--- src/logic/arp_pkg.sv ---
package arp_pkg;

  // ============================================================
  // Address types
  // ============================================================

  typedef logic [47:0] mac_t;   // Ethernet hardware address.
  typedef logic [31:0] ipv4_t;  // IPv4 protocol address.

  // ============================================================
  // Opcodes and FSM states
  // ============================================================

  // ARP operation field, carried on the wire as 16 bits.
  typedef enum logic [15:0] {
    arp_request = 16'd1,
    arp_reply   = 16'd2
  } arp_oper_t;

  // Receive FSM. rx_drain swallows bytes beyond the ARP body.
  typedef enum logic [1:0] {
    rx_idle,
    rx_data,
    rx_drain
  } rx_state_t;

  typedef enum logic {
    tx_idle,
    tx_send
  } tx_state_t;

  // ============================================================
  // Addresses of this device
  // ============================================================

  localparam mac_t  own_mac   = 48'h02_00_5e_10_20_30;      // Locally administered.
  localparam ipv4_t own_ip    = {8'd192, 8'd168, 8'd1, 8'd100};
  localparam mac_t  bcast_mac = 48'hffff_ffff_ffff;

  // Fixed protocol values of an Ethernet/IPv4 ARP packet.
  localparam logic [15:0] ethertype_arp  = 16'h0806;
  localparam logic [15:0] htype_ethernet = 16'h0001;
  localparam logic [15:0] ptype_ipv4     = 16'h0800;
  localparam logic [7:0]  arp_hlen       = 8'd6;   // MAC is six bytes.
  localparam logic [7:0]  arp_plen       = 8'd4;   // IPv4 is four bytes.

  // ============================================================
  // Frame geometry
  // ============================================================

  localparam int arp_frame_len = 42;  // 14 byte MAC header plus 28 byte ARP body.
  localparam int min_frame_len = 60;  // Shortest legal Ethernet frame without FCS.

  // Byte offsets of the fields, counted from the first destination MAC byte.
  localparam int off_src  = 6;   // Source MAC.
  localparam int off_type = 12;  // Ethertype, then htype, ptype, hlen, plen.
  localparam int off_oper = 20;  // ARP opcode.
  localparam int off_sha  = 22;  // Sender hardware address.
  localparam int off_spa  = 28;  // Sender protocol address.
  localparam int off_tha  = 32;  // Target hardware address.
  localparam int off_tpa  = 38;  // Target protocol address.

endpackage

--- src/logic/frame_rx.sv ---
`timescale 1ns/1ps

module frame_rx (
  input  logic           clk_rx,
  input  logic           rst_rx,
  input  logic [7:0]     in_d,
  input  logic           in_v,
  output logic           req_valid,
  output arp_pkg::mac_t  peer_mac,
  output arp_pkg::ipv4_t peer_ip,
  output arp_pkg::ipv4_t target_ip
);

  import arp_pkg::*;

  rx_state_t   state;
  logic [10:0] byte_cnt;      // Position of the byte now on in_d.
  logic        dst_bcast_ok;  // Destination MAC so far equals broadcast.
  logic        dst_own_ok;    // Destination MAC so far equals own_mac.
  logic        hdr_ok;        // Ethertype, htype, ptype, hlen and plen match.
  logic        oper_ok;       // Opcode matches arp_request.

  // Returns byte pos of a MAC address, most significant byte first.
  function automatic logic [7:0] mac_byte(input mac_t m, input logic [10:0] pos);
    mac_t s;
    s = m << (8 * pos);
    return s[47:40];
  endfunction

  // Expected value of one of the fixed bytes from off_type up to off_sha.
  function automatic logic [7:0] fixed_byte(input logic [10:0] pos);
    logic [79:0] f;
    f = {ethertype_arp, htype_ethernet, ptype_ipv4, arp_hlen, arp_plen, arp_request};
    f = f << (8 * (pos - off_type));
    return f[79:72];
  endfunction

  // ============================================================
  // Frame FSM and byte counter
  // ============================================================

  always_ff @(posedge clk_rx) begin
    if (rst_rx) begin
      state     <= rx_idle;
      byte_cnt  <= '0;
      req_valid <= 1'b0;
    end else begin
      req_valid <= 1'b0;  // Single cycle pulse by default.
      case (state)
        rx_idle: begin
          if (in_v) begin  // Byte 0 is on the link.
            state    <= rx_data;
            byte_cnt <= 11'd1;
          end
        end
        rx_data: begin
          if (in_v) begin
            byte_cnt <= byte_cnt + 11'd1;
            if (byte_cnt == 11'(arp_frame_len - 1)) state <= rx_drain;  // ARP body done.
          end else begin
            // Frame ended before the ARP body was complete, so it is dropped.
            state    <= rx_idle;
            byte_cnt <= '0;
          end
        end
        rx_drain: begin
          if (in_v) begin
            if (byte_cnt != '1) byte_cnt <= byte_cnt + 11'd1;  // Count padding, saturating.
          end else begin
            req_valid <= (dst_bcast_ok | dst_own_ok) & hdr_ok & oper_ok;
            state     <= rx_idle;
            byte_cnt  <= '0;
          end
        end
        default: state <= rx_idle;
      endcase
    end
  end

  // ============================================================
  // Check flags, updated byte by byte
  // ============================================================

  always_ff @(posedge clk_rx) begin
    if (rst_rx) begin
      dst_bcast_ok <= 1'b0;
      dst_own_ok   <= 1'b0;
      hdr_ok       <= 1'b0;
      oper_ok      <= 1'b0;
    end else if (in_v && state != rx_drain) begin
      if (state == rx_idle) begin
        // The first byte starts a fresh set of checks.
        dst_bcast_ok <= (in_d == mac_byte(bcast_mac, byte_cnt));
        dst_own_ok   <= (in_d == mac_byte(own_mac, byte_cnt));
        hdr_ok       <= 1'b1;
        oper_ok      <= 1'b1;
      end else if (byte_cnt < off_src) begin
        dst_bcast_ok <= dst_bcast_ok & (in_d == mac_byte(bcast_mac, byte_cnt));
        dst_own_ok   <= dst_own_ok & (in_d == mac_byte(own_mac, byte_cnt));
      end else if (byte_cnt inside {[off_type:off_oper-1]}) begin
        hdr_ok <= hdr_ok & (in_d == fixed_byte(byte_cnt));
      end else if (byte_cnt inside {[off_oper:off_sha-1]}) begin
        oper_ok <= oper_ok & (in_d == fixed_byte(byte_cnt));
      end
      // The source MAC and the target MAC are not checked.
    end
  end

  // ============================================================
  // Address capture
  // ============================================================

  // Fields shift in MSB first; they hold until the next frame reaches them.
  always_ff @(posedge clk_rx) begin
    if (in_v && state == rx_data) begin
      if (byte_cnt inside {[off_sha:off_spa-1]}) peer_mac <= {peer_mac[39:0], in_d};
      if (byte_cnt inside {[off_spa:off_tha-1]}) peer_ip <= {peer_ip[23:0], in_d};
      if (byte_cnt inside {[off_tpa:arp_frame_len-1]}) begin
        target_ip <= {target_ip[23:0], in_d};  // Compared with own_ip downstream.
      end
    end
  end

endmodule

--- src/logic/arp_responder.sv ---
`timescale 1ns/1ps

module arp_responder (
  input  logic           clk_rx,
  input  logic           rst_rx,
  input  logic           req_valid,
  input  arp_pkg::mac_t  peer_mac,
  input  arp_pkg::ipv4_t peer_ip,
  input  arp_pkg::ipv4_t target_ip,
  input  logic           tx_busy,
  output logic           tx_start,
  output arp_pkg::mac_t  reply_mac,
  output arp_pkg::ipv4_t reply_ip
);

  import arp_pkg::*;

  // ============================================================
  // Request decision
  // ============================================================

  logic        for_us;        // The request asks for our IPv4 address.
  logic        accept;        // Reply can start on the next cycle.

  assign for_us = req_valid & (target_ip == own_ip);
  assign accept = for_us & ~tx_busy;  // There is no queue, so busy requests are lost.

  // ============================================================
  // Start pulse
  // ============================================================

  always_ff @(posedge clk_rx) begin
    if (rst_rx) begin
      tx_start <= 1'b0;
    end else begin
      tx_start <= accept;  // One cycle behind req_valid.
    end
  end

  // ============================================================
  // Peer address hold
  // ============================================================

  // Loaded only on acceptance. While a reply is going out, tx_busy blocks
  // acceptance, so a later frame cannot disturb the bytes in flight.
  always_ff @(posedge clk_rx) begin
    if (accept) begin
      reply_mac <= peer_mac;
      reply_ip  <= peer_ip;
    end
  end

endmodule

--- src/logic/frame_tx.sv ---
`timescale 1ns/1ps

module frame_tx (
  input  logic           clk_rx,
  input  logic           rst_rx,
  input  logic           tx_start,
  input  arp_pkg::mac_t  reply_mac,
  input  arp_pkg::ipv4_t reply_ip,
  output logic           tx_busy,
  output logic [7:0]     out_d,
  output logic           out_v
);

  import arp_pkg::*;

  tx_state_t                  state;
  logic [5:0]                 byte_idx;     // Index of the next byte to register.
  logic [8*arp_frame_len-1:0] reply_vec;    // Whole reply body, first byte on top.
  logic [8*arp_frame_len-1:0] reply_shift;
  logic [7:0]                 next_byte;

  // ============================================================
  // Reply contents
  // ============================================================

  always_comb begin
    reply_vec = {
      reply_mac,                     // Destination is the requester.
      own_mac,                       // Source.
      ethertype_arp,
      htype_ethernet,
      ptype_ipv4,
      arp_hlen,
      arp_plen,
      arp_reply,
      own_mac, own_ip,               // Sender fields.
      reply_mac, reply_ip            // Target fields.
    };
  end

  // byte_idx rests at zero while idle, so byte 0 is ready on the start edge.
  always_comb begin
    reply_shift = reply_vec << (8 * byte_idx);
    if (byte_idx < 6'(arp_frame_len)) begin
      next_byte = reply_shift[8*arp_frame_len-1 -: 8];
    end else begin
      next_byte = 8'h00;  // Padding up to min_frame_len.
    end
  end

  // ============================================================
  // Transmit FSM
  // ============================================================

  always_ff @(posedge clk_rx) begin
    if (rst_rx) begin
      state    <= tx_idle;
      byte_idx <= '0;
      out_v    <= 1'b0;
      out_d    <= '0;
    end else begin
      case (state)
        tx_idle: begin
          if (tx_start) begin
            state    <= tx_send;
            out_v    <= 1'b1;
            out_d    <= next_byte;
            byte_idx <= 6'd1;
          end
        end
        tx_send: begin
          if (byte_idx == 6'(min_frame_len)) begin
            // Byte 59 has been on the link for its cycle.
            state    <= tx_idle;
            out_v    <= 1'b0;
            out_d    <= '0;
            byte_idx <= '0;
          end else begin
            out_d    <= next_byte;
            byte_idx <= byte_idx + 6'd1;
          end
        end
        default: state <= tx_idle;
      endcase
    end
  end

  // Busy from the start pulse through the cycle that carries the last byte.
  assign tx_busy = tx_start | (state == tx_send);

endmodule

--- src/logic/arp_device.sv ---
`timescale 1ns/1ps

module arp_device (
  input  logic       clk_rx,
  input  logic       rst_rx,
  input  logic [7:0] in_d,
  input  logic       in_v,
  output logic [7:0] out_d,
  output logic       out_v
);

  import arp_pkg::*;

  // ============================================================
  // Internal links
  // ============================================================

  logic  req_valid;  // Decoded request, one cycle after the frame ends.
  mac_t  peer_mac;
  ipv4_t peer_ip;
  ipv4_t target_ip;
  logic  tx_start;   // Reply accepted.
  mac_t  reply_mac;
  ipv4_t reply_ip;
  logic  tx_busy;

  frame_rx u_frame_rx (
    .clk_rx    (clk_rx),
    .rst_rx    (rst_rx),
    .in_d      (in_d),
    .in_v      (in_v),
    .req_valid (req_valid),
    .peer_mac  (peer_mac),
    .peer_ip   (peer_ip),
    .target_ip (target_ip)
  );

  arp_responder u_arp_responder (
    .clk_rx    (clk_rx),
    .rst_rx    (rst_rx),
    .req_valid (req_valid),
    .peer_mac  (peer_mac),
    .peer_ip   (peer_ip),
    .target_ip (target_ip),
    .tx_busy   (tx_busy),
    .tx_start  (tx_start),
    .reply_mac (reply_mac),
    .reply_ip  (reply_ip)
  );

  // Three cycles from the end of a request to the first reply byte.
  frame_tx u_frame_tx (
    .clk_rx    (clk_rx),
    .rst_rx    (rst_rx),
    .tx_start  (tx_start),
    .reply_mac (reply_mac),
    .reply_ip  (reply_ip),
    .tx_busy   (tx_busy),
    .out_d     (out_d),
    .out_v     (out_v)
  );

endmodule

--- config.mk ---
export PLATFORM = sky130hd
export DESIGN_NAME = arp_device
export DESIGN_NICKNAME = d
export VERILOG_FILES = /design/src/logic/arp_pkg.sv /design/src/logic/frame_rx.sv /design/src/logic/arp_responder.sv /design/src/logic/frame_tx.sv /design/src/logic/arp_device.sv
export SDC_FILE = /design/constraint.sdc
export NUM_CORES = 1
export LEC_CHECK = 0
export ABC_AREA = 0
export BUFFER_PORTS_ARGS = -buffer_cell sky130_fd_sc_hd__buf_4
export CORE_AREA = 2 2 157 159
export DETAILED_ROUTE_END_ITERATION = 16
export DIE_AREA = 0 0 159 161
export SLEW_MARGIN = 40
export SYNTH_ARGS = -nofsm -noshare
export SYNTH_HDL_FRONTEND = slang
export SYNTH_HIERARCHICAL = 1
export SYNTH_SLANG_ARGS = --single-unit
--- constraint.sdc ---
create_clock -name clk_rx -period 10.8 [get_ports clk_rx]
set_input_delay 1.08 -clock clk_rx [delete_from_list [all_inputs] [get_ports clk_rx]]
set_output_delay 1.08 -clock clk_rx [all_outputs]
set_load 0.1 [all_outputs]
==> parameters.txt <==
Parameter                              Value

Synthesis
  Mux share of post-synthesis cell area    5.91%
  Synth top area share    between 60% and 70%
  Synthesis Warnings    6
  Average footprint of a synthesized cell    14.5 sq um
  Flop and latch count out of synthesis    227
  Post-Synthesis Cell Area    0.00940 sq mm
  Fraction of synthesized cell area in xor and xnor cells    less than 1%
  Number of enable flip-flop cells after synthesis    192
  Synth Flop Type    edfxtp_1
  Adder-cell share of the synthesized area    2.13%
  Dominant combinational cell family by area after synthesis    simple AND/OR/NAND/NOR gates
  Async S/R FF share, synth    0%
  Leading cell type by number of instances after synthesis    edfxtp_1
  Number of library cell types mapped by synthesis    70
  Biggest area contributors in the synthesized netlist    edfxtp_1 61%, dfxtp_1 7.5%, mux2i_1 2.6%
  Synthesized-area fraction occupied by and/or/nand/nor cells    around 11%
  Top cell type by total area after synthesis    edfxtp_1
  Number of cells produced by synthesis    648
  Sequential element share of the synthesized area    68.8%
  Synth top cells by count    192 x edfxtp_1, 51 x nor2_1, 35 x dfxtp_1
  Post-synthesis compound-gate area fraction    8.16%
  Number of nets in the synthesized netlist    675

STA
  Final worst-path cycle share    29.6%
  Setup total negative slack    0 ps
  RSZ-0062 raised after global routing    no
  Post-layout min period    3200 ps
  Max frequency    313 MHz
  Max-slew headroom at the worst pin    49.7%
  Measured slew at the worst slew-check pin    754 ps
  Clock Skew    24.5 ps
  Total count of max-transition violations in the final report    0
  Min Hold Slack    a little over 400 ps
  Final hold violation count    0
  Number of failing setup endpoints in the final timing report    0

Run
  Max capacitance violation total    0

Final layout
  Number of antenna diodes    0
  Layout cells sized above 1    13.9%
  Layout Area Growth over Synthesis    12.4%
  Total Nets Final    692
  Final cell utilization of the core    44.1%

Clock network
  Setup bufs post-CTS    0
  Clk Latency, worst-skew pair    520 ps
  Cells resized by post-CTS repair    0
  CTS Buf Count    24
  Clock sink count    227
  Clock Pin Slew Worst Setup and Hold Paths    60 ps
  Cts-stage hold buffer count    0
  Htree depth    1
  Cell at the root of the clock tree    clkbuf_16
  Clock tree from TritonCTS    built
  Deepest clock path buffer count    3

Floorplanning
  I/O pin cnt    20
  Floorplan row count    between 50 and 60
  Horizontal extent of the die    approximately 160 microns
  Vert. Die Dim    161 microns
  Overall die area    0.0256 sq mm
  Area of the core    0.0240 sq mm
  Starting Density    39.2%

Detailed routing
  Detailed Routing Iterations Pass 1    5
  Final wirelength    19,000 microns
  1st-iter DRT viols    411
  DRC viols    0
  Antenna-violating nets left    0
  Via Count    roughly 5,500
  Detail-routed net length per standard cell    between 15 and 20 microns
  Vias per cell    5.44

Critical path
  Highest fanout seen on the critical path    80
  Critical path capture point type    flop
  Type of the setup path with the least slack    reg -> reg
  Largest stage delay on the critical path    630 ps
  Crit path launch type    flop
  Family with the most delay on the worst path    simple AND/OR/NAND/NOR gates
  List of cells traversed by the critical path    nor2_1 -> inv_1 -> or4b_4 -> nor3_2 -> buf_6
  Critical path data arrival time    3330 ps
  Cell with the largest stage delay on the worst path    or4b_4
  Data required time of the worst path    10,930 ps
  Buffers & Inverters on Critical Path    2

Global route
  GRT Resource Usage Total    between 10% and 20%
  Vias in the first global route    5,542
  Pin count of the biggest net entering global routing    just over 80
  Initial antenna violation count    0
  Total overflow reported by the global router    0
  Global-route wire length before repair    30,600 microns

Power
  Comb power frac    2.1%
  Worst vdd ir    ~100 uV
  PwrDens    166 mW/mm^2
  Clk network pwr share    44.3%
  Fraction of power spent switching nets    20.3%
  Leakage dissipation    0.00327 uW
  Internal power of the cells    1400 uW
  Switching pwr    357 uW
  Flop pwr share    53.7%

Place
  HPWL reported at the end of detailed placement    12,200 microns
  IO buf count    19
  Routability cong.    0.896

Hold path
  Class of the most critical hold timing path    reg -> reg

Outcome
  Outcome    finished clean
==> stage by stage <==
stage	std cells	cell area, sq um	power [uW]	worst slack [ps]
4_1_cts	1006	10600	1780	7630
3_3_place_gp	963	9810	995	7530
6_report	1006	10600	1760	7600
5_1_grt	1006	10600	1810	7330
3_5_place_dp	963	9820	998	7650
2_1_floorplan	648	9400	983	3390
==> power by group through the flow <==
stage / Sequential, uW / Combinational (uW) / Clock [uW]
floorplan: 959 / 23.9 / 0
CTS: 943 / 36.3 / 798
finish: 943 / 36.4 / 778
global route: 943 / 40.4 / 831
global placement: 961 / 34.0 / 0
detailed placement: 962 / 36.0 / 0
==> worst paths after layout <==
check,to,slack (ps),cells after the start,from
max reg2reg,u_arp_responder/reply_mac[24],7600,5,u_frame_tx/state
min reg2reg,u_arp_responder/reply_ip[31],410,0,u_frame_rx/peer_ip[31]
max,u_arp_responder/reply_mac[24],7600,5,u_frame_tx/state
min,u_arp_responder/reply_ip[31],410,0,u_frame_rx/peer_ip[31]
==> layout by cell type (no fill, tap or decap), types with 6 or more instances in the layout <==
cell type	n
edfxtp_1	192
inv_1	15
mux4_2	7
mux2i_1	24
nand3_1	25
o22ai_1	8
nor3_1	20
or3_1	6
mux2_2	6
dfxtp_1	34
a22oi_1	6
nor2_1	49
nor4_1	17
ha_1	16
o21ai_0	15
o211ai_1	8
nand2_1	23
nand2b_1	9
a21oi_1	22
clkbuf_16	25
buf_4	26
xnor2_1	8
and3_1	6
==> sequential cells by signal (all words and copies together), names as in the netlist <==
signal / flops
u_frame_rx/state: 2
u_frame_rx/peer_mac: 48
u_arp_responder/tx_start: 1
u_frame_rx/target_ip: 32
u_frame_rx/byte_cnt: 11
u_frame_rx/oper_ok: 1
u_frame_rx/hdr_ok: 1
u_frame_tx/state: 1
u_arp_responder/reply_mac: 48
u_frame_rx/peer_ip: 32
u_arp_responder/reply_ip: 32
u_frame_tx/out_d: 8
u_frame_rx/dst_bcast_ok: 1
u_frame_tx/byte_idx: 6
u_frame_rx/dst_own_ok: 1
u_frame_rx/req_valid: 1
u_frame_tx/out_v: 1
==> kinds of logic (layout without fill, tap and decap cells) <==
logic type / count (synthesis) / after routing
simple gates: 194 / 194
fa+ha+maj: 16 / 16
buf+inv: 53 / 87
flops: 227 / 227
mux: 41 / 41
xor+xnor: 9 / 9
compound gates: 108 / 108
==> metal layers <==
layer / share of wire (%) / vias up / GRT usage (%)
li1: - / 2559 / -
met1: 45 / 2704 / 20.7
met2: 47 / 170 / 24.5
met3: 4.9 / 36 / 2.31
met4: 2.4 / 0 / 3.84
met5: 0 / - / 0
==> worst register-to-register path: stages, from the launching register on <==
cell,delay (ps)
dfxtp_1,370
nor2_1,600
inv_1,380
or4b_4,640
nor3_2,190
buf_6,570
==> final cells by class <==
type | count | area, sq um
tap | 324 | 405
clock inverter | 13 | 103
timing repair buffer | 27 | 206
multi-input combinational | 368 | 2670
sequential | 227 | 6470
inverter | 17 | 63.8
fill | 2144 | 13400
clock buffer | 30 | 644
(Power assumes the default switching activity.)
